File: src/backend_pkg.sv
package backend_pkg;

	localparam int XLEN       = 32;
	localparam int REG_AW     = 5;
	localparam int SCRATCH_AW = 6; // 64 words, byte address bits 7:2

	// 3R format opcodes, inst[31:15]
	localparam logic [16:0] OP_ADD_W = 17'h00020;
	localparam logic [16:0] OP_SUB_W = 17'h00022;
	localparam logic [16:0] OP_SLT   = 17'h00024;
	localparam logic [16:0] OP_AND   = 17'h00029;
	localparam logic [16:0] OP_OR    = 17'h0002a;
	localparam logic [16:0] OP_XOR   = 17'h0002b;

	// 2RI12 format opcodes, inst[31:22]
	localparam logic [9:0] OP_ADDI_W = 10'h00a;
	localparam logic [9:0] OP_LD_W   = 10'h0a2;
	localparam logic [9:0] OP_ST_W   = 10'h0a6;

	typedef enum logic [2:0] {
		ALU_ADD,
		ALU_SUB,
		ALU_AND,
		ALU_OR,
		ALU_XOR,
		ALU_SLT
	} alu_op_e;

	typedef enum logic [1:0] {
		MEM_NONE,
		MEM_LOAD,
		MEM_STORE
	} mem_op_e;

	// one instruction word, two field layouts
	typedef union packed {
		struct packed {
			logic [16:0] opcode;
			logic [4:0]  rk;
			logic [4:0]  rj;
			logic [4:0]  rd;
		} r3;
		struct packed {
			logic [9:0]  opcode;
			logic [11:0] si12;
			logic [4:0]  rj;
			logic [4:0]  rd;
		} ri12;
	} inst_word_u;

endpackage
File: src/reg_file.sv
`timescale 1ns/1ns

module reg_file (
	input  logic                           clk,
	input  logic                           rst_n,
	input  logic [backend_pkg::REG_AW-1:0] rs1_addr_i,
	input  logic [backend_pkg::REG_AW-1:0] rs2_addr_i,
	output logic [backend_pkg::XLEN-1:0]   rs1_data_o,
	output logic [backend_pkg::XLEN-1:0]   rs2_data_o,
	input  logic                           we_i,
	input  logic [backend_pkg::REG_AW-1:0] waddr_i,
	input  logic [backend_pkg::XLEN-1:0]   wdata_i
);
	import backend_pkg::*;

	logic [(1<<REG_AW)-1:1][XLEN-1:0] regs; // no storage for r0

	// write-through so a reader in the WB cycle sees the new value
	function automatic logic [XLEN-1:0] read_port(input logic [REG_AW-1:0] addr);
		if (addr == '0)
			return '0;
		if (we_i && waddr_i == addr)
			return wdata_i;
		return regs[addr];
	endfunction

	always_ff @(posedge clk) begin
		if (!rst_n)
			regs <= '0;
		else if (we_i && waddr_i != '0)
			regs[waddr_i] <= wdata_i;
	end

	assign rs1_data_o = read_port(rs1_addr_i);
	assign rs2_data_o = read_port(rs2_addr_i);

endmodule

File: config.mk
export PLATFORM = sky130hd
export DESIGN_NAME = reg_file
export DESIGN_NICKNAME = d
export VERILOG_FILES = /design/src/backend_pkg.sv /design/src/reg_file.sv
export SDC_FILE = /design/constraint.sdc
export NUM_CORES = 2
export LEC_CHECK = 0
export BUFFER_PORTS_ARGS = -buffer_cell sky130_fd_sc_hd__buf_2
export CAP_MARGIN = 5
export CORE_MARGIN = 8
export CORE_UTILIZATION = 50
export DETAILED_ROUTE_END_ITERATION = 8
export GPL_TIMING_DRIVEN = 0
export HOLD_SLACK_MARGIN = 0.08
export PLACE_DENSITY = 0.68
export SYNTH_ARGS = -nofsm -noshare
export SYNTH_HDL_FRONTEND = slang
export SYNTH_SLANG_ARGS = --single-unit
File: constraint.sdc
create_clock -name clk -period 1.6 [get_ports clk]
set_input_delay 0.08 -clock clk [delete_from_list [all_inputs] [get_ports clk]]
set_output_delay 0.08 -clock clk [all_outputs]
set_load 0.05 [all_outputs]
# Word-level counts from Yosys, hierarchy flattened
# Cells that the tools add are included.
[totals]
ff_bits = 992
input_bits = 50
output_inout_bits = 64
wordCells = 65
[classes]
n_lt_le_gt_ge = 4
eq_ne = 2
n_mux = 21
n_reduce_logical = 7
[op_table]
columns = ["cell", "n"]
rows = [
  ["bitwise mux 992 bit", 1],
  ["two-way mux 32 bit", 11],
  ["binary-select mux 32 bit (select 5 bit)", 2],
  ["demux 32 bit (select 5 bit)", 1],
  ["< comparator 5 x 6 -> 1 bit, second input constant", 3],
  ["== test 5 bit", 2],
  ["zero test 5 bit", 2],
  ["two-way mux 1 bit", 6],
  [">= comparator 5 x 1 -> 1 bit, second input constant", 1],
  ["nonzero test 5 bit", 1],
  ["logical AND 1 bit", 4],
]

# Depth between registers and ports, before layout
[depth]
word_depth = 6
ltp_mapped = 9
depth_no_buf = 5

# Worst setup path after synthesis
# No wires, ideal clock.
[synth_timing]
path_type = "input-to-output"
startpoint = "input port rs1_addr_i[0] in the netlist's numbering"
endpoint = "output port rs1_data_o[29] in the netlist's numbering"
arrival_ns = 2.048
required_time_ns = 1.520
slack_ns = -0.528
stages = 9
path_buffers = 5
cell_sequence = "buf_6 -> buf_8 -> buf_8 -> buf_6 -> buf_2 -> a221oi_1 -> nor3_1 -> nand2_1 -> a31oi_1"
[synth_between]
elab_chain_cells = 6
elab_cells_between_ends = 11
classes_between = "eq/ne: 1; mux: 8; reduce/logical: 2"
[synth_rtl]
columns = ["element", "line_no", "source"]
rows = [
  ["start: declaration", "reg_file.sv:6", "input logic [backend_pkg::REG_AW-1:0] rs1_addr_i,"],
  ["branches (longest 5 deep; another with binary-select mux 32 bit (select 5 bit))", "--", ""],
  ["two-way mux 32 bit *", "reg_file.sv:22", "if (we_i && waddr_i == addr)"],
  ["end: declaration", "reg_file.sv:8", "output logic [backend_pkg::XLEN-1:0] rs1_data_o,"],
]
# Every way passes the cells marked *. The select of a mux whose other input is x is not followed.

# Worst setup path after layout
[layout_timing]
startpoint = "register regs[921] in the netlist's numbering"
endpoint = "output port rs2_data_o[25] in the netlist's numbering"
[layout_between]
elab_chain_cells = 4
[layout_rtl]
columns = ["element", "line_no", "source"]
rows = [
  ["start: declaration", "reg_file.sv:16", "logic [(1<<REG_AW)-1:1][XLEN-1:0] regs;"],
  ["start signal: indexed assignment", "reg_file.sv:31", "regs[waddr_i] <= wdata_i;"],
  ["binary-select mux 32 bit (select 5 bit)", "reg_file.sv:24", "return regs[addr];"],
  ["two-way mux 32 bit (implied by the code)", "reg_file.sv:24", ""],
  ["two-way mux 32 bit", "reg_file.sv:24", ""],
  ["two-way mux 32 bit", "reg_file.sv:22", ""],
  ["end: declaration", "reg_file.sv:9", "output logic [backend_pkg::XLEN-1:0] rs2_data_o,"],
]
# Every way passes these cells. The select of a mux whose other input is x is not followed.

==> run_results.csv <==
group,metric,value,unit
outcome,status,"finished, violations left",
outcome,violations,"negative setup slack",
clocking,cts.sinks,992,
route,wirelength,270000,microns
power,p_int,44300,uW
timing,drv_slew,0,
place,hpwl,205000,microns
floorplan,die_h,344,microns
place,port_buffers,70,
synth,syn_nets,6003,
clocking,cts_inserted_buffers,110,
synth,synth_top_family_by_area,"multiplexers",
timing,final_hold_viol_count,0,
cells_and_area,largest_reg_flops,992,
cells_and_area,area_growth,19.0,%
setup_path,worstRegToRegCells,2,
synth,ys_seq_elements,992,
cells_and_area,top_register,"regs",
timing,worst_slack,-1.24,ns
synth,netlist_area,53800,sq um
global_route,antenna_found_initial,17,
timing,relSlewSlack,18.7,%
global_route,overflow,0,
synth,yosysUniqueCellTypes,52,
global_route,grt_pass1_wl,367000,microns
synth,netlist_top_cells_count,"nand2_1, dfxtp_1, a21boi_0",
clocking,clockBufferDepth,3,
place,post-place-ws,-2.21,ns
cells_and_area,reg_top3,"regs: 992 flops",
hold_path,min_path_cells,5,
timing,tightest_slew,1.22,ns
route,vias_per_cell,6.68,
floorplan,num_rows,120,
synth,synth_edf_count,0,
synth,ys_seq_area_share,36.9,%
place,place.gp.congestion,1.11,
floorplan,io_pins,114,
timing,max_freq,352,MHz
power,powerDensity,970,nW/um^2
synth,synthAdderAreaFrac,0,%
timing,clock_skew,0,ns
setup_path,start_kind,"flip-flop",
power,switching_power,17800,uW
route,drt_iter0_markers,7846,
route,postRouteAntennaNets,0,
floorplan,core,107000,sq um
setup_path,max_stage_delay,0.48,ns
clocking,cts_root_buffer,"clkbuf_16",
global_route,grt_max_degree,16,
synth,synthTopCellsByArea,"dfxtp_1, mux4_2, nand2_1",
timing,rsz0062_at_grt,"yes",
route,drc,0,
synth,yosys_warnings,0,
power,irDropWorstVdd,1.04,mV
cells_and_area,layout.nets,6241,
floorplan,fp.dieW,344,microns
clocking,clock_latency,0.76,ns
place,dp_cells,7426,
setup_path,crit_required,1.52,ns
job,maxCapViolations,0,
timing,finalCriticalPeriod,2.84,ns
timing,report.final.setup_viol,196,
global_route,grt_usage,44.2,%
setup_path,worstPathCellList,"mux4_2 > nor2b_4 > a211oi_4 > a21oi_2 > a32o_2 > buf_8",
power,pwr-share-clk,45.5,%
cells_and_area,multi_input_area,33000,sq um
floorplan,initial_core_util,50.3,%
cells_and_area,seq_area,20000,sq um
route,num_vias,51458,
setup_path,crit_path_end_kind,"output port",
cells_and_area,layout-drive-gt1-share,25.1,%
route,firstDrtPassIters,8,
synth,synth.most_common_cell,"nand2_1",
synth,syn_inst,5953,
clocking,cts.clk_slew.worst_paths,0.07,ns
clocking,cts_tree,"done",
power,seq_power_share,40.3,%
route,routedWlPerCell,35.1,microns
setup_path,cp.arrival,2.76,ns
synth,synth_compound_area_share,19.1,%
timing,min_period_over_period,177,%
setup_path,crit_path_max_fanout,3,
hold_path,min_path_type,"input port to flip-flop",
synth,synth_top_area_cell,"dfxtp_1",
power,combPwrFrac,14.2,%
synth,synth-simple-area-share,16.5,%
clocking,h-tree-depth,3,
floorplan,die-area,118000,sq um
synth,avgSynthCellArea,9.04,sq um
synth,synth_top_area_share,36.9,%
global_route,first_global_vias,47867,
setup_path,slowest_stage,"a211oi_4",
power,p_sw_share,28.6,%
power,total_power,62100,uW
power,leakage,0.0216,uW
synth,synthMuxAreaShare,21.7,%
synth,synthArstFlopShare,0,%
cells_and_area,num-fill-cells,9314,
synth,synth_ff_type,"dfxtp_1",
synth,synth_xor_area_share,0.163,%
setup_path,critPathKind,"flip-flop to output port",
cells_and_area,instances_no_fill,7701,
## final cells by class
type	instances	area share [%]
Clock inverter	37	0.983
Antenna cell	16	0.0625
Sequential cell	992	31.3
Buffer	640	5.92
Clock buffer	166	5.15
Multi-Input combinational cell	4315	51.5
Timing Repair Buffer	132	2.41
Tap cell	1403	2.74
## final timing paths
kind	to	start	slack [ns]
max	rs2_data_o[25]	regs[921]	-1.24
min	regs[287]	waddr_i[4]	0.14
max reg2reg	regs[767]	regs[767]	0.77
min reg2reg	regs[741]	regs[741]	0.47
## cells in the final DEF (no fill, tap or decap), types with 18 or more instances in the layout
cell type,instances
a21boi_1,151
a211oi_2,18
mux2i_1,130
a221o_1,36
clkbuf_16,113
dlygate4sd3_1,44
buf_2,111
buf_12,21
buf_4,75
buf_6,61
clkbuf_1,320
buf_8,60
nand2_2,33
nand2_1,2070
mux2_4,23
nor2_1,26
mux4_2,406
nor2b_1,21
a32o_2,32
a221oi_1,19
dfxtp_1,858
a22o_4,28
o221ai_2,23
nor2_2,24
a21boi_0,841
mux2_2,76
a22oi_1,20
dfxtp_2,134
clkbuf_2,72
o22ai_4,23
clkbuf_4,21
clkbuf_8,36
a21oi_1,55
## cells by family after synthesis
group | count (synthesis)
DFF | 992
buffers and inverters | 646
xor gates and xnor gates | 10
AOI/OAI and AO/OA | 1369
muxes | 648
and+or+nand+nor | 2288
## power groups by stage
stage / clock network (uW) / logic (uW) / registers [uW]
2_1_floorplan: 0 / 4310 / 25500
3_3_place_gp: 0 / 7320 / 25600
3_5_place_dp: 0 / 7350 / 25600
4_1_cts: 28000 / 8260 / 25000
5_1_grt: 29000 / 8710 / 25000
6_report: 28300 / 8800 / 25000
## what timing repair did
item                                    in CTS  in global routing
resized for setup                          691                205
setup buffers                               17                  1
pin swaps                                  144                 65
hold buffers                                44                  0
endpoints found under the setup margin     678                455
endpoints found under the hold margin      676                  0
## per-stage QoR
step | hold slack, ns | area [sq um] | util, % | setup TNS [ns]
after detailed placement | 0.443 | 56600 | 53.0 | -918.68
after global routing | 0.123 | 64000 | 59.9 | -65.30
final | 0.138 | 64100 | 59.9 | -72.60
after CTS | 0.0337 | 63600 | 59.5 | -63.42
after global placement | 0.438 | 56600 | 53.0 | -1046.25
after floorplan | 0.360 | 54500 | - | -4.16
## metal layers
metal  vias to the layer above  wire length [microns]  track usage (%)
met5                         -                     69                0
met4                        10                  24900             32.6
met3                      1154                  40800             19.5
met2                      4071                 110000             63.1
met1                     24959                  94200             52.2
li1                      21264                      -                -
## worst max-delay path, delay by kind of cell (launching register included)
family	cells	cell delay (ns)
DFF	1	0.34
muxes	1	0.46
buffers and inverters	1	0.17
AOI/OAI and AO/OA	3	0.87
and+or+nand+nor	1	0.15
Power figures use the tool's default switching activity.
