==> src/backend_pkg.sv <==
package backend_pkg;

	localparam int XLEN       = 32;
	localparam int REG_AW     = 5;
	localparam int SCRATCH_AW = 6; // 64 words, byte address bits 7:2

	// 3R format opcodes, inst[31:15]
	localparam logic [16:0] OP_ADD_W = 17'h00020;
	localparam logic [16:0] OP_SUB_W = 17'h00022;
	localparam logic [16:0] OP_SLT   = 17'h00024;
	localparam logic [16:0] OP_AND   = 17'h00029;
	localparam logic [16:0] OP_OR    = 17'h0002a;
	localparam logic [16:0] OP_XOR   = 17'h0002b;

	// 2RI12 format opcodes, inst[31:22]
	localparam logic [9:0] OP_ADDI_W = 10'h00a;
	localparam logic [9:0] OP_LD_W   = 10'h0a2;
	localparam logic [9:0] OP_ST_W   = 10'h0a6;

	typedef enum logic [2:0] {
		ALU_ADD,
		ALU_SUB,
		ALU_AND,
		ALU_OR,
		ALU_XOR,
		ALU_SLT
	} alu_op_e;

	typedef enum logic [1:0] {
		MEM_NONE,
		MEM_LOAD,
		MEM_STORE
	} mem_op_e;

	// one instruction word, two field layouts
	typedef union packed {
		struct packed {
			logic [16:0] opcode;
			logic [4:0]  rk;
			logic [4:0]  rj;
			logic [4:0]  rd;
		} r3;
		struct packed {
			logic [9:0]  opcode;
			logic [11:0] si12;
			logic [4:0]  rj;
			logic [4:0]  rd;
		} ri12;
	} inst_word_u;

endpackage
==> src/backend_if.sv <==
`timescale 1ns/1ns

// decoded slot from issue into EX
interface issue_if;
	import backend_pkg::*;

	logic              valid;
	alu_op_e           alu_op;
	mem_op_e           mem_op;
	logic              use_imm;    // operand b is the immediate
	logic [REG_AW-1:0] rd;
	logic [XLEN-1:0]   op_a;
	logic [XLEN-1:0]   op_b;       // sign extended si12
	logic [XLEN-1:0]   store_data; // second register operand

	modport producer (output valid, alu_op, mem_op, use_imm, rd, op_a, op_b, store_data);
	modport consumer (input valid, alu_op, mem_op, use_imm, rd, op_a, op_b, store_data);
endinterface

// in-flight destinations and results back to issue
interface fwd_if;
	import backend_pkg::*;

	logic              ex_valid;  // valid and writes rd
	logic              ex_load;
	logic [REG_AW-1:0] ex_rd;
	logic [XLEN-1:0]   ex_result;
	logic              m1_valid;
	logic              m1_load;
	logic [REG_AW-1:0] m1_rd;
	logic [XLEN-1:0]   m1_result;
	logic              m2_valid;
	logic [REG_AW-1:0] m2_rd;
	logic [XLEN-1:0]   m2_result; // load data already merged in

	modport producer (output ex_valid, ex_load, ex_rd, ex_result, m1_valid, m1_load, m1_rd,
		m1_result, m2_valid, m2_rd, m2_result);
	modport consumer (input ex_valid, ex_load, ex_rd, ex_result, m1_valid, m1_load, m1_rd,
		m1_result, m2_valid, m2_rd, m2_result);
endinterface

==> src/exec_pipe.sv <==
`timescale 1ns/1ns

module exec_pipe (
	input  logic                           clk,
	input  logic                           rst_n,
	issue_if.consumer                      issue,
	fwd_if.producer                        fwd,
	output logic                           wb_valid_o,
	output logic [backend_pkg::REG_AW-1:0] wb_addr_o,
	output logic [backend_pkg::XLEN-1:0]   wb_data_o
);
	import backend_pkg::*;

	logic              ex_valid;
	alu_op_e           ex_alu_op;
	mem_op_e           ex_mem_op;
	logic              ex_use_imm;
	logic [REG_AW-1:0] ex_rd;
	logic [XLEN-1:0]   ex_op_a;
	logic [XLEN-1:0]   ex_op_b;
	logic [XLEN-1:0]   ex_store_data;
	logic [XLEN-1:0]   alu_b;
	logic [XLEN-1:0]   alu_result;

	logic              m1_valid;
	mem_op_e           m1_mem_op;
	logic [REG_AW-1:0] m1_rd;
	logic [XLEN-1:0]   m1_result; // byte address for ld/st
	logic [XLEN-1:0]   m1_store_data;

	logic              m2_valid;
	mem_op_e           m2_mem_op;
	logic [REG_AW-1:0] m2_rd;
	logic [XLEN-1:0]   m2_result;
	logic [XLEN-1:0]   m2_final;
	logic [XLEN-1:0]   scratch_rdata;

	logic              wb_valid;
	logic              wb_store;
	logic [REG_AW-1:0] wb_rd;
	logic [XLEN-1:0]   wb_data;

	// stage valids
	always_ff @(posedge clk) begin
		if (!rst_n) begin
			ex_valid <= 1'b0;
			m1_valid <= 1'b0;
			m2_valid <= 1'b0;
			wb_valid <= 1'b0;
		end else begin
			ex_valid <= issue.valid;
			m1_valid <= ex_valid;
			m2_valid <= m1_valid;
			wb_valid <= m2_valid;
		end
	end

	always_ff @(posedge clk) begin
		ex_alu_op     <= issue.alu_op;
		ex_mem_op     <= issue.mem_op;
		ex_use_imm    <= issue.use_imm;
		ex_rd         <= issue.rd;
		ex_op_a       <= issue.op_a;
		ex_op_b       <= issue.op_b;
		ex_store_data <= issue.store_data;

		m1_mem_op     <= ex_mem_op;
		m1_rd         <= ex_rd;
		m1_result     <= alu_result;
		m1_store_data <= ex_store_data;

		m2_mem_op     <= m1_mem_op;
		m2_rd         <= m1_rd;
		m2_result     <= m1_result;

		wb_store      <= m2_mem_op == MEM_STORE;
		wb_rd         <= m2_rd;
		wb_data       <= m2_final; // load data captured here
	end

	assign alu_b = ex_use_imm ? ex_op_b : ex_store_data;

	alu i_alu (
		.op_i     (ex_alu_op),
		.a_i      (ex_op_a),
		.b_i      (alu_b),
		.result_o (alu_result)
	);

	// word address taken in M1, registered inside the scratchpad
	data_scratch i_data_scratch (
		.clk       (clk),
		.addr_i    (m1_result[SCRATCH_AW+1:2]),
		.wr_en_i   (m1_valid && m1_mem_op == MEM_STORE),
		.wr_data_i (m1_store_data),
		.rd_data_o (scratch_rdata)
	);

	assign m2_final = (m2_mem_op == MEM_LOAD) ? scratch_rdata : m2_result;

	assign fwd.ex_valid  = ex_valid && ex_mem_op != MEM_STORE;
	assign fwd.ex_load   = ex_mem_op == MEM_LOAD;
	assign fwd.ex_rd     = ex_rd;
	assign fwd.ex_result = alu_result;
	assign fwd.m1_valid  = m1_valid && m1_mem_op != MEM_STORE;
	assign fwd.m1_load   = m1_mem_op == MEM_LOAD;
	assign fwd.m1_rd     = m1_rd;
	assign fwd.m1_result = m1_result;
	assign fwd.m2_valid  = m2_valid && m2_mem_op != MEM_STORE;
	assign fwd.m2_rd     = m2_rd;
	assign fwd.m2_result = m2_final;

	assign wb_valid_o = wb_valid && !wb_store && wb_rd != '0;
	assign wb_addr_o  = wb_rd;
	assign wb_data_o  = wb_data;

endmodule

==> src/data_scratch.sv <==
`timescale 1ns/1ns

module data_scratch (
	input  logic                               clk,
	input  logic [backend_pkg::SCRATCH_AW-1:0] addr_i,
	input  logic                               wr_en_i,
	input  logic [backend_pkg::XLEN-1:0]       wr_data_i,
	output logic [backend_pkg::XLEN-1:0]       rd_data_o
);
	import backend_pkg::*;

	logic [XLEN-1:0]       mem [0:(1<<SCRATCH_AW)-1];
	logic [SCRATCH_AW-1:0] addr_q;
	logic                  wr_en_q;
	logic [XLEN-1:0]       wr_data_q;

	// M1/M2 boundary
	always_ff @(posedge clk) begin
		addr_q    <= addr_i;
		wr_en_q   <= wr_en_i;
		wr_data_q <= wr_data_i;
	end

	// store completes at the end of M2
	always_ff @(posedge clk) begin
		if (wr_en_q)
			mem[addr_q] <= wr_data_q;
	end

	assign rd_data_o = mem[addr_q]; // read during M2

endmodule

==> src/alu.sv <==
`timescale 1ns/1ns

module alu (
	input  backend_pkg::alu_op_e         op_i,
	input  logic [backend_pkg::XLEN-1:0] a_i,
	input  logic [backend_pkg::XLEN-1:0] b_i,
	output logic [backend_pkg::XLEN-1:0] result_o
);
	import backend_pkg::*;

	logic less_than;

	assign less_than = $signed(a_i) < $signed(b_i);

	always_comb begin
		case (op_i)
			ALU_ADD: result_o = a_i + b_i;
			ALU_SUB: result_o = a_i - b_i;
			ALU_AND: result_o = a_i & b_i;
			ALU_OR:  result_o = a_i | b_i;
			ALU_XOR: result_o = a_i ^ b_i;
			ALU_SLT: result_o = {{(XLEN-1){1'b0}}, less_than}; // 1 or 0
			default: result_o = a_i + b_i;
		endcase
	end

endmodule

==> src/flat_wrapper.sv <==
// flat-port wrapper written by rule: the top's interface ports become plain ports
module exec_pipe_flat import backend_pkg::*;
  (clk, rst_n, wb_valid_o, wb_addr_o, wb_data_o, issue_valid, issue_alu_op, issue_mem_op, issue_use_imm, issue_rd, issue_op_a, issue_op_b, issue_store_data, fwd_ex_valid, fwd_ex_load, fwd_ex_rd, fwd_ex_result, fwd_m1_valid, fwd_m1_load, fwd_m1_rd, fwd_m1_result, fwd_m2_valid, fwd_m2_rd, fwd_m2_result);
  issue_if issue_i ();
  fwd_if fwd_i ();
  input  logic clk;
  input  logic rst_n;
  output logic wb_valid_o;
  output logic [backend_pkg::REG_AW-1:0] wb_addr_o;
  output logic [backend_pkg::XLEN-1:0] wb_data_o;
  input wire logic [$bits(issue_i.valid)-1:0] issue_valid;
  input wire logic [$bits(issue_i.alu_op)-1:0] issue_alu_op;
  input wire logic [$bits(issue_i.mem_op)-1:0] issue_mem_op;
  input wire logic [$bits(issue_i.use_imm)-1:0] issue_use_imm;
  input wire logic [$bits(issue_i.rd)-1:0] issue_rd;
  input wire logic [$bits(issue_i.op_a)-1:0] issue_op_a;
  input wire logic [$bits(issue_i.op_b)-1:0] issue_op_b;
  input wire logic [$bits(issue_i.store_data)-1:0] issue_store_data;
  output wire logic [$bits(fwd_i.ex_valid)-1:0] fwd_ex_valid;
  output wire logic [$bits(fwd_i.ex_load)-1:0] fwd_ex_load;
  output wire logic [$bits(fwd_i.ex_rd)-1:0] fwd_ex_rd;
  output wire logic [$bits(fwd_i.ex_result)-1:0] fwd_ex_result;
  output wire logic [$bits(fwd_i.m1_valid)-1:0] fwd_m1_valid;
  output wire logic [$bits(fwd_i.m1_load)-1:0] fwd_m1_load;
  output wire logic [$bits(fwd_i.m1_rd)-1:0] fwd_m1_rd;
  output wire logic [$bits(fwd_i.m1_result)-1:0] fwd_m1_result;
  output wire logic [$bits(fwd_i.m2_valid)-1:0] fwd_m2_valid;
  output wire logic [$bits(fwd_i.m2_rd)-1:0] fwd_m2_rd;
  output wire logic [$bits(fwd_i.m2_result)-1:0] fwd_m2_result;
  assign issue_i.valid = issue_valid;
  assign issue_i.alu_op = issue_alu_op;
  assign issue_i.mem_op = issue_mem_op;
  assign issue_i.use_imm = issue_use_imm;
  assign issue_i.rd = issue_rd;
  assign issue_i.op_a = issue_op_a;
  assign issue_i.op_b = issue_op_b;
  assign issue_i.store_data = issue_store_data;
  assign fwd_ex_valid = fwd_i.ex_valid;
  assign fwd_ex_load = fwd_i.ex_load;
  assign fwd_ex_rd = fwd_i.ex_rd;
  assign fwd_ex_result = fwd_i.ex_result;
  assign fwd_m1_valid = fwd_i.m1_valid;
  assign fwd_m1_load = fwd_i.m1_load;
  assign fwd_m1_rd = fwd_i.m1_rd;
  assign fwd_m1_result = fwd_i.m1_result;
  assign fwd_m2_valid = fwd_i.m2_valid;
  assign fwd_m2_rd = fwd_i.m2_rd;
  assign fwd_m2_result = fwd_i.m2_result;
  exec_pipe u_core (.clk(clk), .rst_n(rst_n), .issue(issue_i), .fwd(fwd_i), .wb_valid_o(wb_valid_o), .wb_addr_o(wb_addr_o), .wb_data_o(wb_data_o));
endmodule
==> config.mk <==
export PLATFORM = sky130hd
export DESIGN_NAME = exec_pipe_flat
export DESIGN_NICKNAME = d
export VERILOG_FILES = /design/src/backend_pkg.sv /design/src/backend_if.sv /design/src/exec_pipe.sv /design/src/data_scratch.sv /design/src/alu.sv /design/src/flat_wrapper.sv
export SDC_FILE = /design/constraint.sdc
export NUM_CORES = 2
export LEC_CHECK = 0
export BUFFER_PORTS_ARGS = -buffer_cell sky130_fd_sc_hd__buf_2
export CORE_MARGIN = 2
export CORE_UTILIZATION = 56
export DETAILED_ROUTE_END_ITERATION = 8
export PLACE_DENSITY = 0.72
export SLEW_MARGIN = 20
export SYNTH_ARGS = -nofsm -noshare
export SYNTH_HDL_FRONTEND = slang
export SYNTH_SLANG_ARGS = --single-unit
==> constraint.sdc <==
create_clock -name clk -period 4.48 [get_ports clk]
set_input_delay 0.448 -clock clk [delete_from_list [all_inputs] [get_ports clk]]
set_output_delay 0.448 -clock clk [all_outputs]
set_load 0.02 [all_outputs]
== Word-level counts from Yosys, hierarchy flattened ==
Memories as Yosys holds them, arrays and structs flattened. A register that Yosys moved wholly into a read port is not among the register bits.
Index checks and enable logic that the tools add are counted.
Cells by class
  bitwise gates (word level): 3
  add/subtract/negate cells: 2
  equal/unequal tests: 13
  muxes and demuxes: 5
  reductions and logical operators: 8
  order comparisons: 1
Operator list (count)
  $pmux 32 s5: 1
  $mux 32: 2
  $add 32x32->32: 1
  $and 32x32->32: 1
  $lt 32x32->1: 1
  $or 32x32->32: 1
  $sub 32x32->32: 1
  $xor 32x32->32: 1
  $eq 2x1->1 const B: 3
  $eq 3x2->1 const B: 2
  $eq 3x3->1 const B: 2
  $logic_and 1x1->1: 6
  $ne 2x2->1 const B: 3
  $reduce_bool 5->1: 1
  $eq 2x2->1 const B: 2
  $eq 3x1->1 const B: 1
  $mux 1: 2
  $logic_not 1->1: 1
Word-level totals
  input bits: 110
  register bits after elaboration: 298
  word-level logic and storage cells: 57
  memory bits (writable): 2048
  memories: 1
Memories
  u_core.i_data_scratch.mem: depth 64, bits a word 32, read ports 1, clocked after Yosys merged registers in 1, wr ports 1, line data_scratch.sv:12  | logic [XLEN-1:0] mem [0:(1<<SCRATCH_AW)-1];

== Depth between registers and ports, before layout ==
  word-level depth: 3
  depth in mapped cells: 16

== Hierarchy ==
A second synthesis with hierarchy kept.
Unflattened totals
  cell total of the unflattened synthesis: 5633
  area, all modules: 90371.7 µm²
By module, submodules not included
  data_scratch: instances 1, area each 78691.7 µm², sequential area each 62279.7 µm², cells an instance 4416
  exec_pipe: instances 1, area each 6227.2 µm², sequential area each 5185.0 µm², cells an instance 349
  alu: instances 1, area each 5452.7 µm², sequential area each 0.0 µm², cells an instance 868

== Least setup slack after synthesis ==
Ideal clock, no wire load.
  path kind: register to output
  start: register u_core.ex_use_imm
  end: output port fwd_ex_result[18]
  setup slack: 0.300 ns
  stages on the path, launching flop included: 17
  data arrival time: 3.732 ns
  cells stage by stage: dfxtp_1 clkbuf_1 buf_1 mux2i_1 inv_1 ha_1 inv_1 fa_1 nor2b_1 o211ai_1 nand3b_1 a2bb2oi_2 o2111ai_2 a2111oi_0 a41o_1 o31ai_1 a22oi_1
Between the ends
  word-level cells in the longest chain between the ends: 3
  elaborated cells between the ends (all ways): 7
Ends and longest elaborated chain
  from (decl): line exec_pipe.sv:17  | logic ex_use_imm;
  from (signal assigned): line exec_pipe.sv:61  | ex_use_imm <= issue.use_imm;
  $mux 32 *: line exec_pipe.sv:81  | assign alu_b = ex_use_imm ? ex_op_b : ex_store_data;
  $add 32x32->32 (tied with other cells): line alu.sv:17, alu.sv:23
  $pmux 32 s5 *: line alu.sv:16  | case (op_i)
  to (decl): line flat_wrapper.sv:22  | output wire logic [$bits(fwd_i.ex_result)-1:0] fwd_ex_result;
Mark *: on every way between the ends. The rest lies on a longest branch, timed or not.

== Worst setup path in the final report ==
  start: register u_core.ex_use_imm
  end: output port fwd_ex_result[22]
The elaborated chain is that of the path after synthesis.

==> run_results.csv <==
group,metric,value,unit
status,outcome,"finished with violations",
status,violations,"setup timing",
global_route,overflow,0,
synthesis,synth_warnings,0,
drt,route.detailed.drc,0,
clocking,clock_path_buffers,3,
synthesis,synth_flop_cell,"edfxtp_1",
global_route,grt_pass1_wl,394800,um
placement,port_buffers,263,
critical_path,critical_path_class,"reg2out",
placement,place.gp.congestion,0.9132,
clocking,htree_levels,4,
synthesis,synthArstFlopShare,0,
timing,finalHoldViolCount,0,
flow_run,maxCapViolations,0,
synthesis,synthesis.area,86200,um^2
timing,worstMarginPinSlew,0.9984,ns
synthesis,synth_edf_count,2048,
clocking,cts_made_buffers,217,
timing,fmax,205.6,MHz
finish,drive_above_1_share,0.2433,
timing,final_max_slew_viol_count,0,
timing,worst_hold_slack,0.2209,ns
global_route,antenna_found_initial,25,
floorplanning,core_area,152400,um^2
global_route,grt_pass1_vias,54511,
finish,layout.nets,6179,
timing,tns,-4.365,ns
synthesis,syn_area_per_cell,16.67,um^2
timing,slew_headroom,0.3344,
timing,fin_crit,4.864,ns
critical_path,critPathLaunchType,"flip-flop",
drt,wirelength,283300,um
timing,skew,0.07910,ns
drt,drt_iter0_drc,8969,
clocking,path_clk_slew,0.07,ns
critical_path,critPathMaxFanout,6,
floorplanning,rows,143,
power_and_ir_drop,power.density,485.4,nW/um^2
timing,fin_crit_sh,1.086,
critical_path,slowest_stage,"dfxtp_4",
critical_path,cpPeakStageDelay,0.41,ns
drt,firstDrtPassIters,9,
clocking,cts_tree,"yes",
finish,syn2layout_area_growth,21.40,%
synthesis,yosysMostFrequentCell,"edfxtp_1",
power_and_ir_drop,peakVddDrop,0.3906,mV
synthesis,syn-num-nets,5385,
synthesis,syn_inst,5170,
synthesis,yosysSeqAreaShare,0.7813,
timing,setup-violations-final,22,
critical_path,worst-endpoint-required,4.03,ns
finish,fin_cells,8185,
drt,ant_nets,0,
finish,fill_cells,9735,
critical_path,critical_path.cell_chain,"buf_8 -> mux2i_4 -> buf_6 -> fa_2 -> nor2b_4 -> o211ai_1 -> nand3b_1 -> a2bb2oi_4 -> o2111ai_4 -> a21oi_2 -> o221ai_2 -> or3_1 -> a32oi_2 -> buf_4",
synthesis,synth_top_area_frac,0.7134,
floorplanning,die_h,396.3,um
timing,layout_setup_ws,-0.3836,ns
global_route,grt_start_max_net_pins,65,
drt,via_count,56511,
synthesis,ys_ff_latch,2340,
floorplanning,start_util,0.5655,
timing,rsz0062_at_grt,"true",
floorplanning,die-area,157100,um^2
power_and_ir_drop,leakage,34.70,nW
drt,wl_per_cell,34.62,um
critical_path,cp.arrival,4.42,ns
drt,viasPerCell,6.904,
synthesis,synth_area_leader_cell,"edfxtp_1",
hold_path,hold_class,"in2reg",
floorplanning,ioPinCount,264,
clocking,clk_latency,0.87,ns
clocking,cts_sinks,2340,
floorplanning,die_width,396.3,um
synthesis,ys_top_cells_by_area,"edfxtp_1 71%, dfxtp_1 6.8%, a22oi_1 6.1%",
critical_path,cp-end-kind,"primary output",
placement,place_hpwl,162800,um
synthesis,yosys-top-cells-count,"2048 x edfxtp_1, 704 x a22oi_1, 292 x dfxtp_1, 181 x nor2_1, 178 x a221oi_1",
clocking,cts-root-buf,"clkbuf_16",
global_route,grt_util_all_layers,0.3522,
placement,placed_cells,7535,
synthesis,synth_cell_types,92,
-- routing by layer --
| metal | track usage | vias up | part of all wire | wire length (um) |
|---|---|---|---|---|
| met5 | 0 | - | 0.00049 | 140 |
| met4 | 0.1585 | 22 | 0.053 | 14950 |
| met3 | 0.09353 | 817 | 0.14 | 40180 |
| li1 | - | 22759 | - | - |
| met1 | 0.4703 | 28075 | 0.35 | 98090 |
| met2 | 0.5466 | 4838 | 0.46 | 130000 |
-- final timing paths --
check | from | end | slack (ns) | cells after the start
hold reg to reg | u_core.fwd.m1_result[30]$_DFF_P_ | u_core.m2_result[30]$_DFF_P_ | 0.31 | 0
hold / removal | issue_op_b[7] | u_core.ex_op_b[7]$_DFF_P_ | 0.22 | 2
setup reg to reg | u_core.ex_use_imm$_DFF_P_ | u_core.fwd.m1_result[18]$_DFF_P_ | 0.67 | 16
setup / recovery | u_core.ex_use_imm$_DFF_P_ | fwd_ex_result[22] | -0.38 | 14
-- kinds of logic (layout without fill, tap and decap cells) --
kind of cell,Yosys count,in the layout,share of synthesized area
AND/OR/NAND/NOR,556,558,0.03192
adder cells (fa/ha/maj),105,105,0.01542
XOR/XNOR,35,35,0.003556
buffers and inverters,451,1428,0.02212
flip-flops,2340,2340,0.7813
AO/OA/AOI/OAI,1643,1643,0.1409
multiplexers,40,40,0.004819
other,0,6,0
-- what timing repair did --
action	CTS	global route
hold endpoints to repair	111	0
buffers inserted	75	40
endpoints found under the setup margin	59	55
gates resized for setup	220	232
hold buffers	110	0
gates cloned	17	3
pin swaps	34	83
-- per-stage QoR --
stage	utilization	worst slack, ns	instance area, um^2	total power, mW
after floorplan	-	0.3003	86200	28.16
after global placement	0.6094	0.1369	92900	31.48
after detailed placement	0.6094	0.2154	92900	31.53
after CTS	0.6767	-0.2963	103200	50.10
after global routing	0.6864	-0.5063	104600	51.87
final	0.6865	-0.3836	104600	50.79
-- placed cells by master, fill, tap and decap left out, types with 29 or more instances in the layout --
master / n
edfxtp_1: 2048
a22oi_1: 687
buf_4: 438
dfxtp_1: 252
buf_2: 237
clkbuf_16: 230
a22o_1: 173
a221oi_1: 165
a31oi_1: 136
nand4_1: 132
nor2_1: 119
dlygate4sd3_1: 110
inv_1: 105
nand2_1: 104
a21oi_1: 93
o21ai_0: 87
ha_1: 70
nor2_4: 60
buf_12: 60
clkinv_1: 52
clkbuf_1: 42
buf_6: 38
clkinv_2: 32
a21oi_2: 30
o211ai_1: 30
xnor2_1: 29
-- critical path, delay by kind of cell, from the launching register on --
family                     cells  cell delay [ns]
adders and majority gates      1             0.36
DFF                            1             0.41
muxes                          1             0.22
buffers and inverters          3             0.49
and+or+nand+nor                3             0.75
AOI/OAI and AO/OA              6             1.33
-- where the power goes --
part / internal (mW) / leakage [nW] / switching (mW) / total [mW]
sequential: 24.0 / 20.9 / 0.397 / 24.4
combinational: 2.92 / 10.4 / 5.19 / 8.11
clock: 10.2 / 3.47 / 8.16 / 18.3
-- state kept, by name (all words and copies together), names as in the netlist --
register and count:
u_core.fwd.ex_rd 5, u_core.wb_addr_o 5, u_core.wb_data_o 32, u_core.m2_result 32, u_core.fwd.m2_rd 5, u_core.ex_mem_op 2, u_core.ex_store_data 32, u_core.m1_store_data 32
u_core.i_data_scratch.wr_en_q 1, u_core.ex_valid 1, u_core.ex_use_imm 1, u_core.fwd.m1_rd 5, u_core.m2_valid 1, u_core.ex_op_a 32, u_core.m2_mem_op 2, u_core.i_data_scratch.mem 2048
u_core.m1_valid 1, u_core.fwd.m1_result 32, u_core.i_data_scratch.wr_data_q 32, u_core.ex_alu_op 3, u_core.wb_store 1, u_core.ex_op_b 32, u_core.m1_mem_op 2, u_core.wb_valid 1
-- area by class of cell --
class / instances / area [um^2] / area share
sequential: 2340 / 67430 / 0.6444
multi-input combinational: 2381 / 19150 / 0.1830
timing repair buffer: 912 / 7983 / 0.07628
clock buffer: 283 / 6031 / 0.05763
tap: 2030 / 2540 / 0.02427
clock inverter: 121 / 1067 / 0.01020
inverter: 112 / 422.9 / 0.004041
antenna: 6 / 15.01 / 0.0001435
(Power assumes the default switching activity.)
