<file path="src/backend_pkg.sv">
package backend_pkg;

	localparam int XLEN       = 32;
	localparam int REG_AW     = 5;
	localparam int SCRATCH_AW = 6; // 64 words, byte address bits 7:2

	// 3R format opcodes, inst[31:15]
	localparam logic [16:0] OP_ADD_W = 17'h00020;
	localparam logic [16:0] OP_SUB_W = 17'h00022;
	localparam logic [16:0] OP_SLT   = 17'h00024;
	localparam logic [16:0] OP_AND   = 17'h00029;
	localparam logic [16:0] OP_OR    = 17'h0002a;
	localparam logic [16:0] OP_XOR   = 17'h0002b;

	// 2RI12 format opcodes, inst[31:22]
	localparam logic [9:0] OP_ADDI_W = 10'h00a;
	localparam logic [9:0] OP_LD_W   = 10'h0a2;
	localparam logic [9:0] OP_ST_W   = 10'h0a6;

	typedef enum logic [2:0] {
		ALU_ADD,
		ALU_SUB,
		ALU_AND,
		ALU_OR,
		ALU_XOR,
		ALU_SLT
	} alu_op_e;

	typedef enum logic [1:0] {
		MEM_NONE,
		MEM_LOAD,
		MEM_STORE
	} mem_op_e;

	// one instruction word, two field layouts
	typedef union packed {
		struct packed {
			logic [16:0] opcode;
			logic [4:0]  rk;
			logic [4:0]  rj;
			logic [4:0]  rd;
		} r3;
		struct packed {
			logic [9:0]  opcode;
			logic [11:0] si12;
			logic [4:0]  rj;
			logic [4:0]  rd;
		} ri12;
	} inst_word_u;

endpackage
</file>
<file path="src/backend_if.sv">
`timescale 1ns/1ns

// decoded slot from issue into EX
interface issue_if;
	import backend_pkg::*;

	logic              valid;
	alu_op_e           alu_op;
	mem_op_e           mem_op;
	logic              use_imm;    // operand b is the immediate
	logic [REG_AW-1:0] rd;
	logic [XLEN-1:0]   op_a;
	logic [XLEN-1:0]   op_b;       // sign extended si12
	logic [XLEN-1:0]   store_data; // second register operand

	modport producer (output valid, alu_op, mem_op, use_imm, rd, op_a, op_b, store_data);
	modport consumer (input valid, alu_op, mem_op, use_imm, rd, op_a, op_b, store_data);
endinterface

// in-flight destinations and results back to issue
interface fwd_if;
	import backend_pkg::*;

	logic              ex_valid;  // valid and writes rd
	logic              ex_load;
	logic [REG_AW-1:0] ex_rd;
	logic [XLEN-1:0]   ex_result;
	logic              m1_valid;
	logic              m1_load;
	logic [REG_AW-1:0] m1_rd;
	logic [XLEN-1:0]   m1_result;
	logic              m2_valid;
	logic [REG_AW-1:0] m2_rd;
	logic [XLEN-1:0]   m2_result; // load data already merged in

	modport producer (output ex_valid, ex_load, ex_rd, ex_result, m1_valid, m1_load, m1_rd,
		m1_result, m2_valid, m2_rd, m2_result);
	modport consumer (input ex_valid, ex_load, ex_rd, ex_result, m1_valid, m1_load, m1_rd,
		m1_result, m2_valid, m2_rd, m2_result);
endinterface

</file>
<file path="src/issue_decode.sv">
`timescale 1ns/1ns

module issue_decode (
	input  logic                             inst_valid_i,
	input  logic [backend_pkg::XLEN-1:0]     inst_i,
	output logic                             stall_o,
	output logic [backend_pkg::REG_AW-1:0]   rs1_addr_o,
	output logic [backend_pkg::REG_AW-1:0]   rs2_addr_o,
	input  logic [backend_pkg::XLEN-1:0]     rs1_data_i,
	input  logic [backend_pkg::XLEN-1:0]     rs2_data_i,
	issue_if.producer                        issue,
	fwd_if.consumer                          fwd
);
	import backend_pkg::*;

	inst_word_u inst;
	alu_op_e    alu_op;
	mem_op_e    mem_op;
	logic       use_imm;
	logic       is_3r;
	logic       known;
	logic       use_rs2;

	// newest producer wins, loads in EX/M1 have no data yet
	function automatic logic [XLEN-1:0] pick_operand(input logic [REG_AW-1:0] addr,
		input logic [XLEN-1:0] rf_data);
		if (addr == '0)
			return '0;
		if (fwd.ex_valid && !fwd.ex_load && fwd.ex_rd == addr)
			return fwd.ex_result;
		if (fwd.m1_valid && !fwd.m1_load && fwd.m1_rd == addr)
			return fwd.m1_result;
		if (fwd.m2_valid && fwd.m2_rd == addr)
			return fwd.m2_result;
		return rf_data;
	endfunction

	function automatic logic load_pending(input logic [REG_AW-1:0] addr);
		if (addr == '0)
			return 1'b0;
		return (fwd.ex_valid && fwd.ex_load && fwd.ex_rd == addr) ||
			(fwd.m1_valid && fwd.m1_load && fwd.m1_rd == addr);
	endfunction

	assign inst = inst_i;

	always_comb begin
		alu_op  = ALU_ADD; // also the AGU add for ld/st
		mem_op  = MEM_NONE;
		use_imm = 1'b0;
		is_3r   = 1'b1;
		known   = 1'b1;
		case (inst.r3.opcode)
			OP_ADD_W: alu_op = ALU_ADD;
			OP_SUB_W: alu_op = ALU_SUB;
			OP_AND:   alu_op = ALU_AND;
			OP_OR:    alu_op = ALU_OR;
			OP_XOR:   alu_op = ALU_XOR;
			OP_SLT:   alu_op = ALU_SLT;
			default:  is_3r = 1'b0;
		endcase
		if (!is_3r) begin
			use_imm = 1'b1;
			case (inst.ri12.opcode)
				OP_ADDI_W: mem_op = MEM_NONE;
				OP_LD_W:   mem_op = MEM_LOAD;
				OP_ST_W:   mem_op = MEM_STORE;
				default:   known = 1'b0; // bubble
			endcase
		end
	end

	assign use_rs2    = is_3r || mem_op == MEM_STORE;
	assign rs1_addr_o = inst.r3.rj;
	assign rs2_addr_o = is_3r ? inst.r3.rk : inst.r3.rd; // st.w reads its data from rd

	assign stall_o = inst_valid_i && known &&
		(load_pending(rs1_addr_o) || (use_rs2 && load_pending(rs2_addr_o)));

	assign issue.valid      = inst_valid_i && known && !stall_o;
	assign issue.alu_op     = alu_op;
	assign issue.mem_op     = mem_op;
	assign issue.use_imm    = use_imm;
	assign issue.rd         = inst.r3.rd;
	assign issue.op_a       = pick_operand(rs1_addr_o, rs1_data_i);
	assign issue.op_b       = {{(XLEN-12){inst.ri12.si12[11]}}, inst.ri12.si12};
	assign issue.store_data = pick_operand(rs2_addr_o, rs2_data_i);

endmodule

</file>
<file path="src/flat_wrapper.sv">
// flat-port wrapper written by rule: the top's interface ports become plain ports
module issue_decode_flat import backend_pkg::*;
  (inst_valid_i, inst_i, stall_o, rs1_addr_o, rs2_addr_o, rs1_data_i, rs2_data_i, issue_valid, issue_alu_op, issue_mem_op, issue_use_imm, issue_rd, issue_op_a, issue_op_b, issue_store_data, fwd_ex_valid, fwd_ex_load, fwd_ex_rd, fwd_ex_result, fwd_m1_valid, fwd_m1_load, fwd_m1_rd, fwd_m1_result, fwd_m2_valid, fwd_m2_rd, fwd_m2_result);
  issue_if issue_i ();
  fwd_if fwd_i ();
  input  logic inst_valid_i;
  input  logic [backend_pkg::XLEN-1:0] inst_i;
  output logic stall_o;
  output logic [backend_pkg::REG_AW-1:0] rs1_addr_o;
  output logic [backend_pkg::REG_AW-1:0] rs2_addr_o;
  input  logic [backend_pkg::XLEN-1:0] rs1_data_i;
  input  logic [backend_pkg::XLEN-1:0] rs2_data_i;
  output wire logic [$bits(issue_i.valid)-1:0] issue_valid;
  output wire logic [$bits(issue_i.alu_op)-1:0] issue_alu_op;
  output wire logic [$bits(issue_i.mem_op)-1:0] issue_mem_op;
  output wire logic [$bits(issue_i.use_imm)-1:0] issue_use_imm;
  output wire logic [$bits(issue_i.rd)-1:0] issue_rd;
  output wire logic [$bits(issue_i.op_a)-1:0] issue_op_a;
  output wire logic [$bits(issue_i.op_b)-1:0] issue_op_b;
  output wire logic [$bits(issue_i.store_data)-1:0] issue_store_data;
  input wire logic [$bits(fwd_i.ex_valid)-1:0] fwd_ex_valid;
  input wire logic [$bits(fwd_i.ex_load)-1:0] fwd_ex_load;
  input wire logic [$bits(fwd_i.ex_rd)-1:0] fwd_ex_rd;
  input wire logic [$bits(fwd_i.ex_result)-1:0] fwd_ex_result;
  input wire logic [$bits(fwd_i.m1_valid)-1:0] fwd_m1_valid;
  input wire logic [$bits(fwd_i.m1_load)-1:0] fwd_m1_load;
  input wire logic [$bits(fwd_i.m1_rd)-1:0] fwd_m1_rd;
  input wire logic [$bits(fwd_i.m1_result)-1:0] fwd_m1_result;
  input wire logic [$bits(fwd_i.m2_valid)-1:0] fwd_m2_valid;
  input wire logic [$bits(fwd_i.m2_rd)-1:0] fwd_m2_rd;
  input wire logic [$bits(fwd_i.m2_result)-1:0] fwd_m2_result;
  assign issue_valid = issue_i.valid;
  assign issue_alu_op = issue_i.alu_op;
  assign issue_mem_op = issue_i.mem_op;
  assign issue_use_imm = issue_i.use_imm;
  assign issue_rd = issue_i.rd;
  assign issue_op_a = issue_i.op_a;
  assign issue_op_b = issue_i.op_b;
  assign issue_store_data = issue_i.store_data;
  assign fwd_i.ex_valid = fwd_ex_valid;
  assign fwd_i.ex_load = fwd_ex_load;
  assign fwd_i.ex_rd = fwd_ex_rd;
  assign fwd_i.ex_result = fwd_ex_result;
  assign fwd_i.m1_valid = fwd_m1_valid;
  assign fwd_i.m1_load = fwd_m1_load;
  assign fwd_i.m1_rd = fwd_m1_rd;
  assign fwd_i.m1_result = fwd_m1_result;
  assign fwd_i.m2_valid = fwd_m2_valid;
  assign fwd_i.m2_rd = fwd_m2_rd;
  assign fwd_i.m2_result = fwd_m2_result;
  issue_decode u_core (.inst_valid_i(inst_valid_i), .inst_i(inst_i), .stall_o(stall_o), .rs1_addr_o(rs1_addr_o), .rs2_addr_o(rs2_addr_o), .rs1_data_i(rs1_data_i), .rs2_data_i(rs2_data_i), .issue(issue_i), .fwd(fwd_i));
endmodule
</file>
<file path="config.mk">
export PLATFORM = sky130hd
export DESIGN_NAME = issue_decode_flat
export DESIGN_NICKNAME = d
export VERILOG_FILES = /design/src/backend_pkg.sv /design/src/backend_if.sv /design/src/issue_decode.sv /design/src/flat_wrapper.sv
export SDC_FILE = /design/constraint.sdc
export NUM_CORES = 1
export LEC_CHECK = 0
export BUFFER_PORTS_ARGS = -buffer_cell sky130_fd_sc_hd__buf_2
export CAP_MARGIN = 15
export CELL_PAD_IN_SITES_DETAIL_PLACEMENT = 1
export CELL_PAD_IN_SITES_GLOBAL_PLACEMENT = 2
export CORE_MARGIN = 10
export CORE_UTILIZATION = 18
export DETAILED_ROUTE_END_ITERATION = 10
export GPL_ROUTABILITY_DRIVEN = 0
export PLACE_DENSITY_LB_ADDON = 0.1
export REMOVE_ABC_BUFFERS = 1
export SLEW_MARGIN = 20
export SYNTH_ARGS = -nofsm -noshare
export SYNTH_HDL_FRONTEND = slang
export SYNTH_SLANG_ARGS = --single-unit
</file>
<file path="constraint.sdc">
create_clock -name vclk -period 5.45
set_input_delay 1.09 -clock vclk [all_inputs]
set_output_delay 1.09 -clock vclk [all_outputs]
set_load 0.02 [all_outputs]
</file>
Word-level counts from Yosys, hierarchy flattened
Cells that the tools add are included.

operators by class
  add/subtract/negate cells = 0
  divide/modulo/power cells = 0
  $mul = 0
  shift operators = 0
  magnitude comparators = 0
  reductions and logical operators = 29
  muxes and demuxes = 48
  equal/unequal tests = 16
  bitwise logic cells = 0

operator list
  kind                 count
  $mux 32              16
  $eq 17x6->1 const B  6
  $eq 5x5->1           6
  $mux 1               28
  $eq 10x8->1 const B  2
  $logic_and 1x1->1    18
  $pmux 3 s5           1
  $eq 10x4->1 const B  1
  $logic_not 5->1      2
  $reduce_or 6->1      1
  $mux 5               1
  $logic_or 1x1->1     4
  $pmux 2 s2           1
  $logic_not 1->1      3
  $reduce_or 3->1      1
  $eq 2x2->1 const B   1
  $mux 2               1

storage, ports and cells
  bits in registers = 0
  ROM bits = 0
  latch bits = 0
  memory bits (writable) = 0
  memories kept = 0
  bits of input ports = 213

Logic depth before layout (Yosys ltp)
Gate-level depths: netlist of the first run.

  depth after elaboration = 17
  gate-level depth with buffers = 11
  gate-level depth less buffers = 9

Worst setup path before layout of the first run
No wires, ideal clock.

  path kind = input to output
  start point = input inst_i[19] in the netlist's numbering
  end point = output issue_store_data[10]
  arrival = 3598 ps
  buffers on the path = 2
  required time = 4360 ps
  setup slack = 762 ps
  stages on the path = 10
  cells stage by stage = nor4_2 nand4_4 nor2_8 inv_6 mux2_2 xor2_1 nand4bb_2 buf_6 dlymetal6s2s_1 o221ai_1

on the way
  word-level cells in the longest chain between the ends = 14
  elaborated cells on any way between the ends = 33
  those cells by class = 9 x eq/ne; 19 x mux; 5 x reduce/logical

ends and longest elaborated chain
  what                                RTL line            source
  from (decl)                         flat_wrapper.sv:7   input logic [backend_pkg::XLEN-1:0] inst_i;
  $eq 17x6->1                         issue_decode.sv:53  case (inst.r3.opcode)
  $reduce_or 6->1 (no source line) *  n/a
  $mux 1 *                            issue_decode.sv:53
  $mux 5 *                            issue_decode.sv:75  assign rs2_addr_o = is_3r ? inst.r3.rk : inst.r3.rd;
  via rs2_addr_o, one bit             flat_wrapper.sv:10  output logic [backend_pkg::REG_AW-1:0] rs2_addr_o;
  $eq 5x5->1                          issue_decode.sv:33  if (fwd.m2_valid && fwd.m2_rd == addr)
  $logic_and 1x1->1                   issue_decode.sv:33
  $mux 1 (2 in a row)                 issue_decode.sv:33
  $mux 1                              issue_decode.sv:31  if (fwd.m1_valid && !fwd.m1_load && fwd.m1_rd == addr)
  $mux 1                              issue_decode.sv:29  if (fwd.ex_valid && !fwd.ex_load && fwd.ex_rd == addr)
  $mux 32                             issue_decode.sv:35  return rf_data;
  $mux 32                             issue_decode.sv:33
  $mux 32                             issue_decode.sv:31
  $mux 32 *                           issue_decode.sv:29
  to (decl)                           flat_wrapper.sv:20  output wire logic [$bits(issue_i.store_data)-1:0] issue_store_data;

Mark *: on every way through the listed nets, which the timed path passes. The rest lies on a longest branch. The select of a mux whose other input is x is not followed.

Worst setup path after layout of the first run
  start point = input inst_i[19] in the netlist's numbering
  end point = output issue_store_data[1]

on the way
  word-level cells in the longest chain between the ends = 14
  elaborated cells on any way between the ends = 33
  those cells by class = 9 x eq/ne; 19 x mux; 5 x reduce/logical

ends and longest elaborated chain
  what                                RTL line
  $eq 17x6->1                         issue_decode.sv:53
  $reduce_or 6->1 (no source line) *  n/a
  $mux 1 *                            issue_decode.sv:53
  $mux 5 *                            issue_decode.sv:75
  $eq 5x5->1                          issue_decode.sv:33
  $logic_and 1x1->1                   issue_decode.sv:33
  $mux 1 (2 in a row)                 issue_decode.sv:33
  $mux 1                              issue_decode.sv:31
  $mux 1                              issue_decode.sv:29
  $mux 32                             issue_decode.sv:35
  $mux 32                             issue_decode.sv:33
  $mux 32                             issue_decode.sv:31
  $mux 32 *                           issue_decode.sv:29

Every way passes the cells marked *; elsewhere a longest branch is shown, timed or not. The select of a mux whose other input is x is not followed.

==> results.ini, run 1 <==
[power_and_ir_drop]
ir_worst_vdd_mv=0.0257
total_power_mw=0.412
p_per_area_nw_per_um2=77.3
leakagePower_nw=2.41

[die]
core_um2=20200
fp.dieH_um=163
die_area_um2=26600
rows=52
fp.dieW_um=163
start_util=0.182
num_io_pins=332

[global_routing]
antenna_found_initial=3
grt_max_degree=65
grt_pass1_wl_mm=34.2
grt_usage=0.160
grt_pass1_vias=5531
gr-total-overflow=0

[setup_path]
end_kind=primary output
crit_required_ps=4360
critPathMaxFanout=32
cp-startpoint=inst_i[19]
cp-start-kind=input pin
critPathArrivalTime_ps=4000
critPathKind=in2out

[place]
dp_hpwl_mm=19.0
place_ws_ps=337
portBuffers=332
dp.cells=1046
placed_area_um2=5330

[logic_synthesis]
synth_area_leaders=mux2i_1 18%, buf_4 8.7%, o221ai_2 8.1%
synth.distinct_cells=54
synth_cells=511
syn-cell-area_um2=3690
ys_warn_count=0
syn_avg_cell_area_um2=7.22
synth_top_area_cell=mux2i_1
yosysSeqAreaShare=0
netlist.area_leader.share=0.176

[finish]
num-nets-final=991
drive_gt1_frac=0.532
fin_util=0.264
area_growth_pct=44.6
final_common_cell=buf_2
nFillCells=2610
seqCellArea_um2=0
nFlopsAndLatches=0
most-common-layout-cells=332 x buf_2, 70 x nor2_1, 65 x mux2i_1
final_area_um2=5340
fin_cells=1049
clkbuf_count=0

[worst_hold_path]
worstHoldStart=inst_i[20]
holdCritPathClass=in2out
holdPathStages=2

[timing]
hold_ws_ps=2430
worst_slew_margin_rel=0.520
tightestPinTransition_ps=719
drv_slew=0
fin_ws_ps=362
tns_ps=0
hold_viol=0
period_minus_slack_ps=5090
fmax_mhz=197
finalSetupViolCount=0
fin_crit_sh=0.933
rsz0062_at_grt=false

[drt]
via_per_inst=4.68
post_drt_wl_per_cell_um=22.0
ant_nets=0
drt-pass1-iter-count=4
drtIter0Drc=144
drc_errors=0
drt-total-wl_mm=23.0
dr_total_vias=4909

[run]
cap_violations=0

[cts]
cts_setup_buffers=0
cts_resized=0
holdBufCountCts=0

[status]
status=finished clean

power by group:
group / internal, mW / leakage, nW / switching (mW)
Combinational: 0.169 / 2.41 / 0.244
Clock: 0.0000000737 / 0.0000190 / 0
Sequential: 0 / 0 / 0
Total: 0.169 / 2.41 / 0.244
logic make-up (layout without fill, tap and decap cells):
group                  Yosys count  count (layout)  share of synthesized area
other                            0               3                          0
AO/OA/AOI/OAI                  127             127                      0.283
XOR/XNOR                        28              28                     0.0664
multiplexers                    67              67                      0.183
AND/OR/NAND/NOR                197             197                      0.300
buffers and inverters           92             357                      0.167
area by class of cell:
class | count | area (um^2) | share of cell area
multi-input combinational | 419 | 3110 | 0.583
tap | 270 | 338 | 0.0633
timing repair buffer | 348 | 1840 | 0.346
antenna | 3 | 7.51 | 0.00141
inverter | 9 | 38.8 | 0.00727
metal layers:
layer	global-route usage	part of all wire	wire [um]
met1	0.190	0.41	9410
met2	0.293	0.51	11800
met3	0.0347	0.062	1430
met4	0.0230	0.016	374
met5	0	0	0
worst paths after layout:
check,endpoint,slack [ps]
max,issue_store_data[1],360
min,issue_op_b[10],2430
cell usage after synthesis (3+ instances only):
master,count
a211oi_1,32
a21oi_1,43
a221o_2,4
and2_1,3
and3_1,3
buf_1,5
buf_2,5
buf_4,43
buf_6,8
clkbuf_1,17
dlymetal6s2s_1,3
inv_1,8
mux2i_1,65
nand2_1,42
nand2b_1,4
nand3_1,18
nand3_2,20
nor2_1,71
nor3_1,10
nor4_1,5
o21ai_0,5
o221ai_1,12
o221ai_2,20
xnor2_1,7
xor2_1,21
worst max-delay path, stage by stage:
cell and delay (ps):
buf_2 110, nor4_2 410, nand4_4 210, nor2_8 260
inv_6 80, mux2_4 320, a221o_2 470, nor4b_4 320
buf_12 270, nand3_1 110, o221ai_1 90, buf_2 200
Power figures use the tool's default switching activity.
==> run 2: changes to the inputs <==
Settings changed: CELL_PAD_IN_SITES_DETAIL_PLACEMENT 1 to not set, CELL_PAD_IN_SITES_GLOBAL_PLACEMENT 2 to not set, CORE_AREA set to 10 10 120 122, CORE_MARGIN 10 to not set, CORE_UTILIZATION 18 to not set, DIE_AREA set to 0 0 130 132, PLACE_DENSITY set to 0.68, PLACE_DENSITY_LB_ADDON 0.1 to not set.
==> run 2 against run 1 <==
- count of clock-buffer cells in the layout is the same
- via count grew 2.1%
- wire length shrank 20%
- first-iteration DRC count grew 51%
- non-clock buffer count grew 7
- sequential cell count is the same
- final cell count shrank 11%
- die area shrank 36%
- combinational power shrank 2%
- design area shrank 2.2%
- maximum frequency grew 0.11%
- critical path type unchanged
==> results.ini, run 2 (synthesized netlist as in run 1, its figures left out) <==
[power_and_ir_drop]
leakagePower_nw=2.44  ; +1.3%
p_per_area_nw_per_um2=77.4  ; +0.22%
ir_worst_vdd_mv=0.0566  ; +120%
intPower_mw=0.169  ; +0.30%
sw_frac_of_total=0.581  ; -0.00968
power_frac_comb=1.000  ; about the same
p_seq_frac=0  ; unchanged
switching_power_mw=0.235  ; -3.6%
total_power_mw=0.404  ; -2.0%
clkPwrFrac=0  ; unchanged

[setup_path]
end_kind=primary output
crit_path_end=issue_store_data[10]
critPathArrivalTime_ps=3990  ; about the same
crit_required_ps=4360  ; about the same
cp-startpoint=inst_i[21]
critPathKind=in2out
cp-start-kind=input pin
critPathMaxFanout=32  ; unchanged

[drt]
drc_errors=0  ; unchanged
post_drt_wl_per_cell_um=19.9  ; -9.4%
drt-total-wl_mm=18.5  ; -20%
drt-pass1-iter-count=5  ; +1
via_per_inst=5.38  ; +15%
drtIter0Drc=217  ; +51%
ant_nets=0  ; unchanged
dr_total_vias=5011  ; +2.1%

[timing]
worst_slew_margin_rel=0.565  ; +0.0448
fin_crit_sh=0.932  ; -0.00101
fmax_mhz=197  ; +0.11%
hold_viol=0  ; unchanged
drv_slew=0  ; unchanged
finalSetupViolCount=0  ; unchanged
tightestPinTransition_ps=643  ; -76.2 ps
hold_ws_ps=2430  ; +5.99 ps
period_minus_slack_ps=5080  ; -5.52 ps
rsz0062_at_grt=false
fin_ws_ps=368  ; +5.52 ps

[cts]
cts_resized=0  ; unchanged
cts_setup_buffers=0  ; unchanged
holdBufCountCts=0  ; unchanged

[global_routing]
antenna_found_initial=1  ; -2
grt_pass1_wl_mm=27.5  ; -19%
gr-total-overflow=0  ; unchanged
grt_usage=0.194  ; +0.0337
grt_max_degree=65  ; unchanged
grt_pass1_vias=5092  ; -7.9%

[finish]
seqCellArea_um2=0  ; unchanged
final_common_cell=buf_2
clkbuf_count=0  ; unchanged
num-nets-final=998  ; +0.71%
area_growth_pct=41.4
nFlopsAndLatches=0  ; unchanged
most-common-layout-cells=332 x buf_2, 70 x nor2_1, 65 x mux2i_1
drive_gt1_frac=0.536  ; +0.00418

[run]
cap_violations=0  ; unchanged

[die]
fp.dieH_um=132  ; -19%
rows=40  ; -23%
die_area_um2=17200  ; -36%
core_um2=11900  ; -41%
start_util=0.310  ; +0.127
fp.dieW_um=130  ; -20%
num_io_pins=332  ; unchanged

[place]
portBuffers=332  ; unchanged
place_ws_ps=387  ; +49.9 ps
dp_hpwl_mm=15.6  ; -18%

[worst_hold_path]
holdCritPathClass=in2out

[status]
status=finished clean

run 2: cell count changes in the layout (fill, tap and decap cells not counted), sizes merged:
cell,change
buf,+7
diode,-2
run 2: worst max-delay path, cell delays in order:
cell and delay (ps):
buf_2 190, nor4b_4 370, nand4_4 200, nor2_8 250, inv_6 70, mux2_4 310, a221o_2 460, nor4b_4 320
buf_12 280, nand3_1 110, o221ai_1 110, buf_2 200
run 2: final cells by class:
class | instances | area, um^2
inverter | 9 | 38.8
antenna | 1 | 2.50
tap | 147 | 184
fill | 1255 | 6690
multi-input combinational | 419 | 3110
timing repair buffer | 355 | 1880
run 2: worst min-delay path by stage:
stage / slack, ps / cells past startpoint / to / start
global placement: 2430 / 2 / issue_op_b[10] / inst_i[20]
CTS: 2440 / 2 / issue_op_b[10] / inst_i[20]
detailed placement: 2430 / 2 / issue_op_b[10] / inst_i[20]
global route: 2450 / 2 / issue_op_b[10] / inst_i[20]
finish: 2430 / 2 / issue_op_b[10] / inst_i[20]
floorplan: 2180 / 0 / issue_op_b[0] / inst_i[10]
run 2: power groups by stage:
stage,clock [mW],sequential (mW),combinational (mW)
6_report,0.0000000247,0,0.404
5_1_grt,0.0000000246,0,0.437
4_1_cts,0,0,0.406
3_5_place_dp,0,0,0.404
3_3_place_gp,0,0,0.401
2_1_floorplan,0,0,0.182
run 2: per-stage QoR:
step	utilization	cells	TNS [ps]	instance area [um^2]
floorplan	-	428	-71300	3110
global placement	0.438	930	0	5220
detailed placement	0.438	930	0	5220
CTS	0.438	930	0	5220
global route	0.438	931	0	5220
finish	0.438	931	0	5220
run 2: layer usage:
metal / track usage / wire length (um) / up-vias / part of all wire
met5: 0 / 0 / - / 0
met4: 0.0213 / 163 / 0 / 0.0088
met3: 0.0539 / 2110 / 18 / 0.11
met2: 0.372 / 9730 / 303 / 0.53
met1: 0.207 / 6530 / 2293 / 0.35
li1: - / - / 2397 / -
==> run 3: changes to the inputs <==
==> constraint.sdc (replaced) <==
create_clock -name vclk -period 5.45
set_input_delay 0.545 -clock vclk [all_inputs]
set_output_delay 0.545 -clock vclk [all_outputs]
set_load 0.02 [all_outputs]
==> run 3 against run 2 <==
- critical path depth down 1
- design area down 3.1%
- maximum frequency up 14%
- worst setup slack better by 610 ps
- critical endpoint is now issue_store_data[31]
- largest cell class unchanged
==> results.ini, run 3 (synthesized netlist as in run 1, its figures left out) <==
[drt]
drt-total-wl_mm=18.6  ; +0.14%
via_per_inst=5.37  ; -0.19%
ant_nets=0  ; unchanged
post_drt_wl_per_cell_um=20.3  ; +1.8%
wl_met2_mm=9.68  ; -0.49%
drc_errors=0  ; unchanged
drt-pass1-iter-count=4  ; -1
highest-signal-layer=met4
drtIter0Drc=219  ; +0.92%
dr_total_vias=4921  ; -1.8%
wl_met1_mm=6.65  ; +1.9%
wl_met3_mm=2.01  ; -4.8%

[timing]
worst_slew_margin_rel=0.381  ; -0.185
tightestPinTransition_ps=929  ; +286 ps
fmax_mhz=223  ; +14%
fin_ws_ps=974  ; +606 ps
tns_ps=0  ; unchanged
rsz0062_at_grt=false
hold_ws_ps=1340  ; -1090 ps
hold_viol=0  ; unchanged
fin_crit_sh=0.821  ; -0.111
finalSetupViolCount=0  ; unchanged
period_minus_slack_ps=4480  ; -606 ps
drv_slew=0  ; unchanged

[die]
rows=40  ; unchanged
fp.dieH_um=132  ; unchanged
die_area_um2=17200  ; unchanged
core_um2=11900  ; unchanged
num_io_pins=332  ; unchanged
start_util=0.310  ; unchanged
fp.dieW_um=130  ; unchanged

[power_and_ir_drop]
ir_worst_vdd_mv=0.0511  ; -9.9%
intPower_mw=0.165  ; -2.8%
leakagePower_nw=2.35  ; -3.6%
switching_power_mw=0.233  ; -0.81%
clkPwrFrac=0  ; unchanged
p_per_area_nw_per_um2=78.6  ; +1.5%
p_seq_frac=0  ; unchanged
sw_frac_of_total=0.586  ; +0.00496
power_frac_comb=1.000  ; about the same

[global_routing]
gr-total-overflow=0  ; unchanged
grt_pass1_wl_mm=27.8  ; +0.88%
grt_usage=0.195  ; +0.000735
grt_max_degree=65  ; unchanged
antenna_found_initial=1  ; unchanged
grt_pass1_vias=5110  ; +0.35%

[place]
portBuffers=332  ; unchanged
place_ws_ps=963  ; +577 ps
dp_hpwl_mm=15.6  ; -0.47%

[finish]
most-common-layout-cells=332 x buf_2, 70 x nor2_1, 65 x mux2i_1
final_common_cell=buf_2
area_growth_pct=37.0
num-nets-final=983  ; -1.5%
nFillCells=1262  ; +0.56%
seqCellArea_um2=0  ; unchanged
nFlopsAndLatches=0  ; unchanged
drive_gt1_frac=0.527  ; -0.00905
clkbuf_count=0  ; unchanged

[setup_path]
crit_required_ps=4910  ; +550 ps
critPathMaxFanout=22  ; -31%
cp_slowest_cell=o311ai_4
critPathMaxStageDelay_ps=650  ; +190 ps
end_kind=primary output
critPathArrivalTime_ps=3930  ; -60 ps
crit_chain=buf_2 -> nor4b_4 -> nand4_4 -> nor2_8 -> inv_6 -> mux2_4 -> a221o_2 -> o311ai_4 -> buf_4 -> o221ai_1 -> buf_2
crit_top_cell=buf_2
critPathKind=in2out
cp-start-kind=input pin

[cts]
holdBufCountCts=0  ; unchanged
cts_setup_buffers=0  ; unchanged
cts_resized=0  ; unchanged

[status]
status=finished clean

[worst_hold_path]
holdCritPathClass=in2out

[run]
cap_violations=0  ; unchanged

==> run 3: cell types whose count changed in the layout (fill, tap and decap cells not counted) <==
| cell | previous run | this run |
|---|---|---|
| buf_12 | 4 | 0 |
| buf_4 | 19 | 8 |
==> run 3: path summary, 6_finish.rpt <==
kind / from / endpoint / depth (start not counted)
worst max-delay path: inst_i[21] / issue_store_data[31] / 11
worst min-delay path: inst_i[20] / issue_op_b[10] / 2
==> run 3: layer usage <==
layer  vias to the layer above  GRT usage
met5                         -          0
met4                         0     0.0200
met3                        18     0.0591
met2                       281      0.380
met1                      2249      0.200
li1                       2373          -
==> run 3: power groups by stage <==
stage                     Sequential, mW  Combinational (mW)     Clock, mW
after global placement                 0               0.396             0
after floorplan                        0               0.182             0
final                                  0               0.397  0.0000000245
after detailed placement               0               0.399             0
after global routing                   0               0.431             0
after CTS                              0               0.400             0
==> run 3: worst max-delay path, delay by kind of cell <==
kind,cells,cell delay [ps]
compound gates,3,1300
buf+inv,4,940
mux,1,310
simple gates,3,820
==> run 3: area by class of cell <==
| class | instances | area, um^2 | area share |
|---|---|---|---|
| Tap cell | 147 | 184 | 0.0364 |
| Antenna cell | 1 | 2.50 | 0.000495 |
| Inverter | 9 | 38.8 | 0.00767 |
| Multi-Input combinational cell | 419 | 3110 | 0.615 |
| Timing Repair Buffer | 340 | 1720 | 0.341 |
==> run 3: metrics by stage <==
stage                     utilization  instance area (um^2)  cells  power, mW
after global routing            0.424                  5050    915      0.431
after detailed placement        0.424                  5050    915      0.399
after floorplan                     -                  3110    428      0.182
final                           0.424                  5060    916      0.397
after CTS                       0.424                  5050    915      0.400
after global placement          0.424                  5050    915      0.396
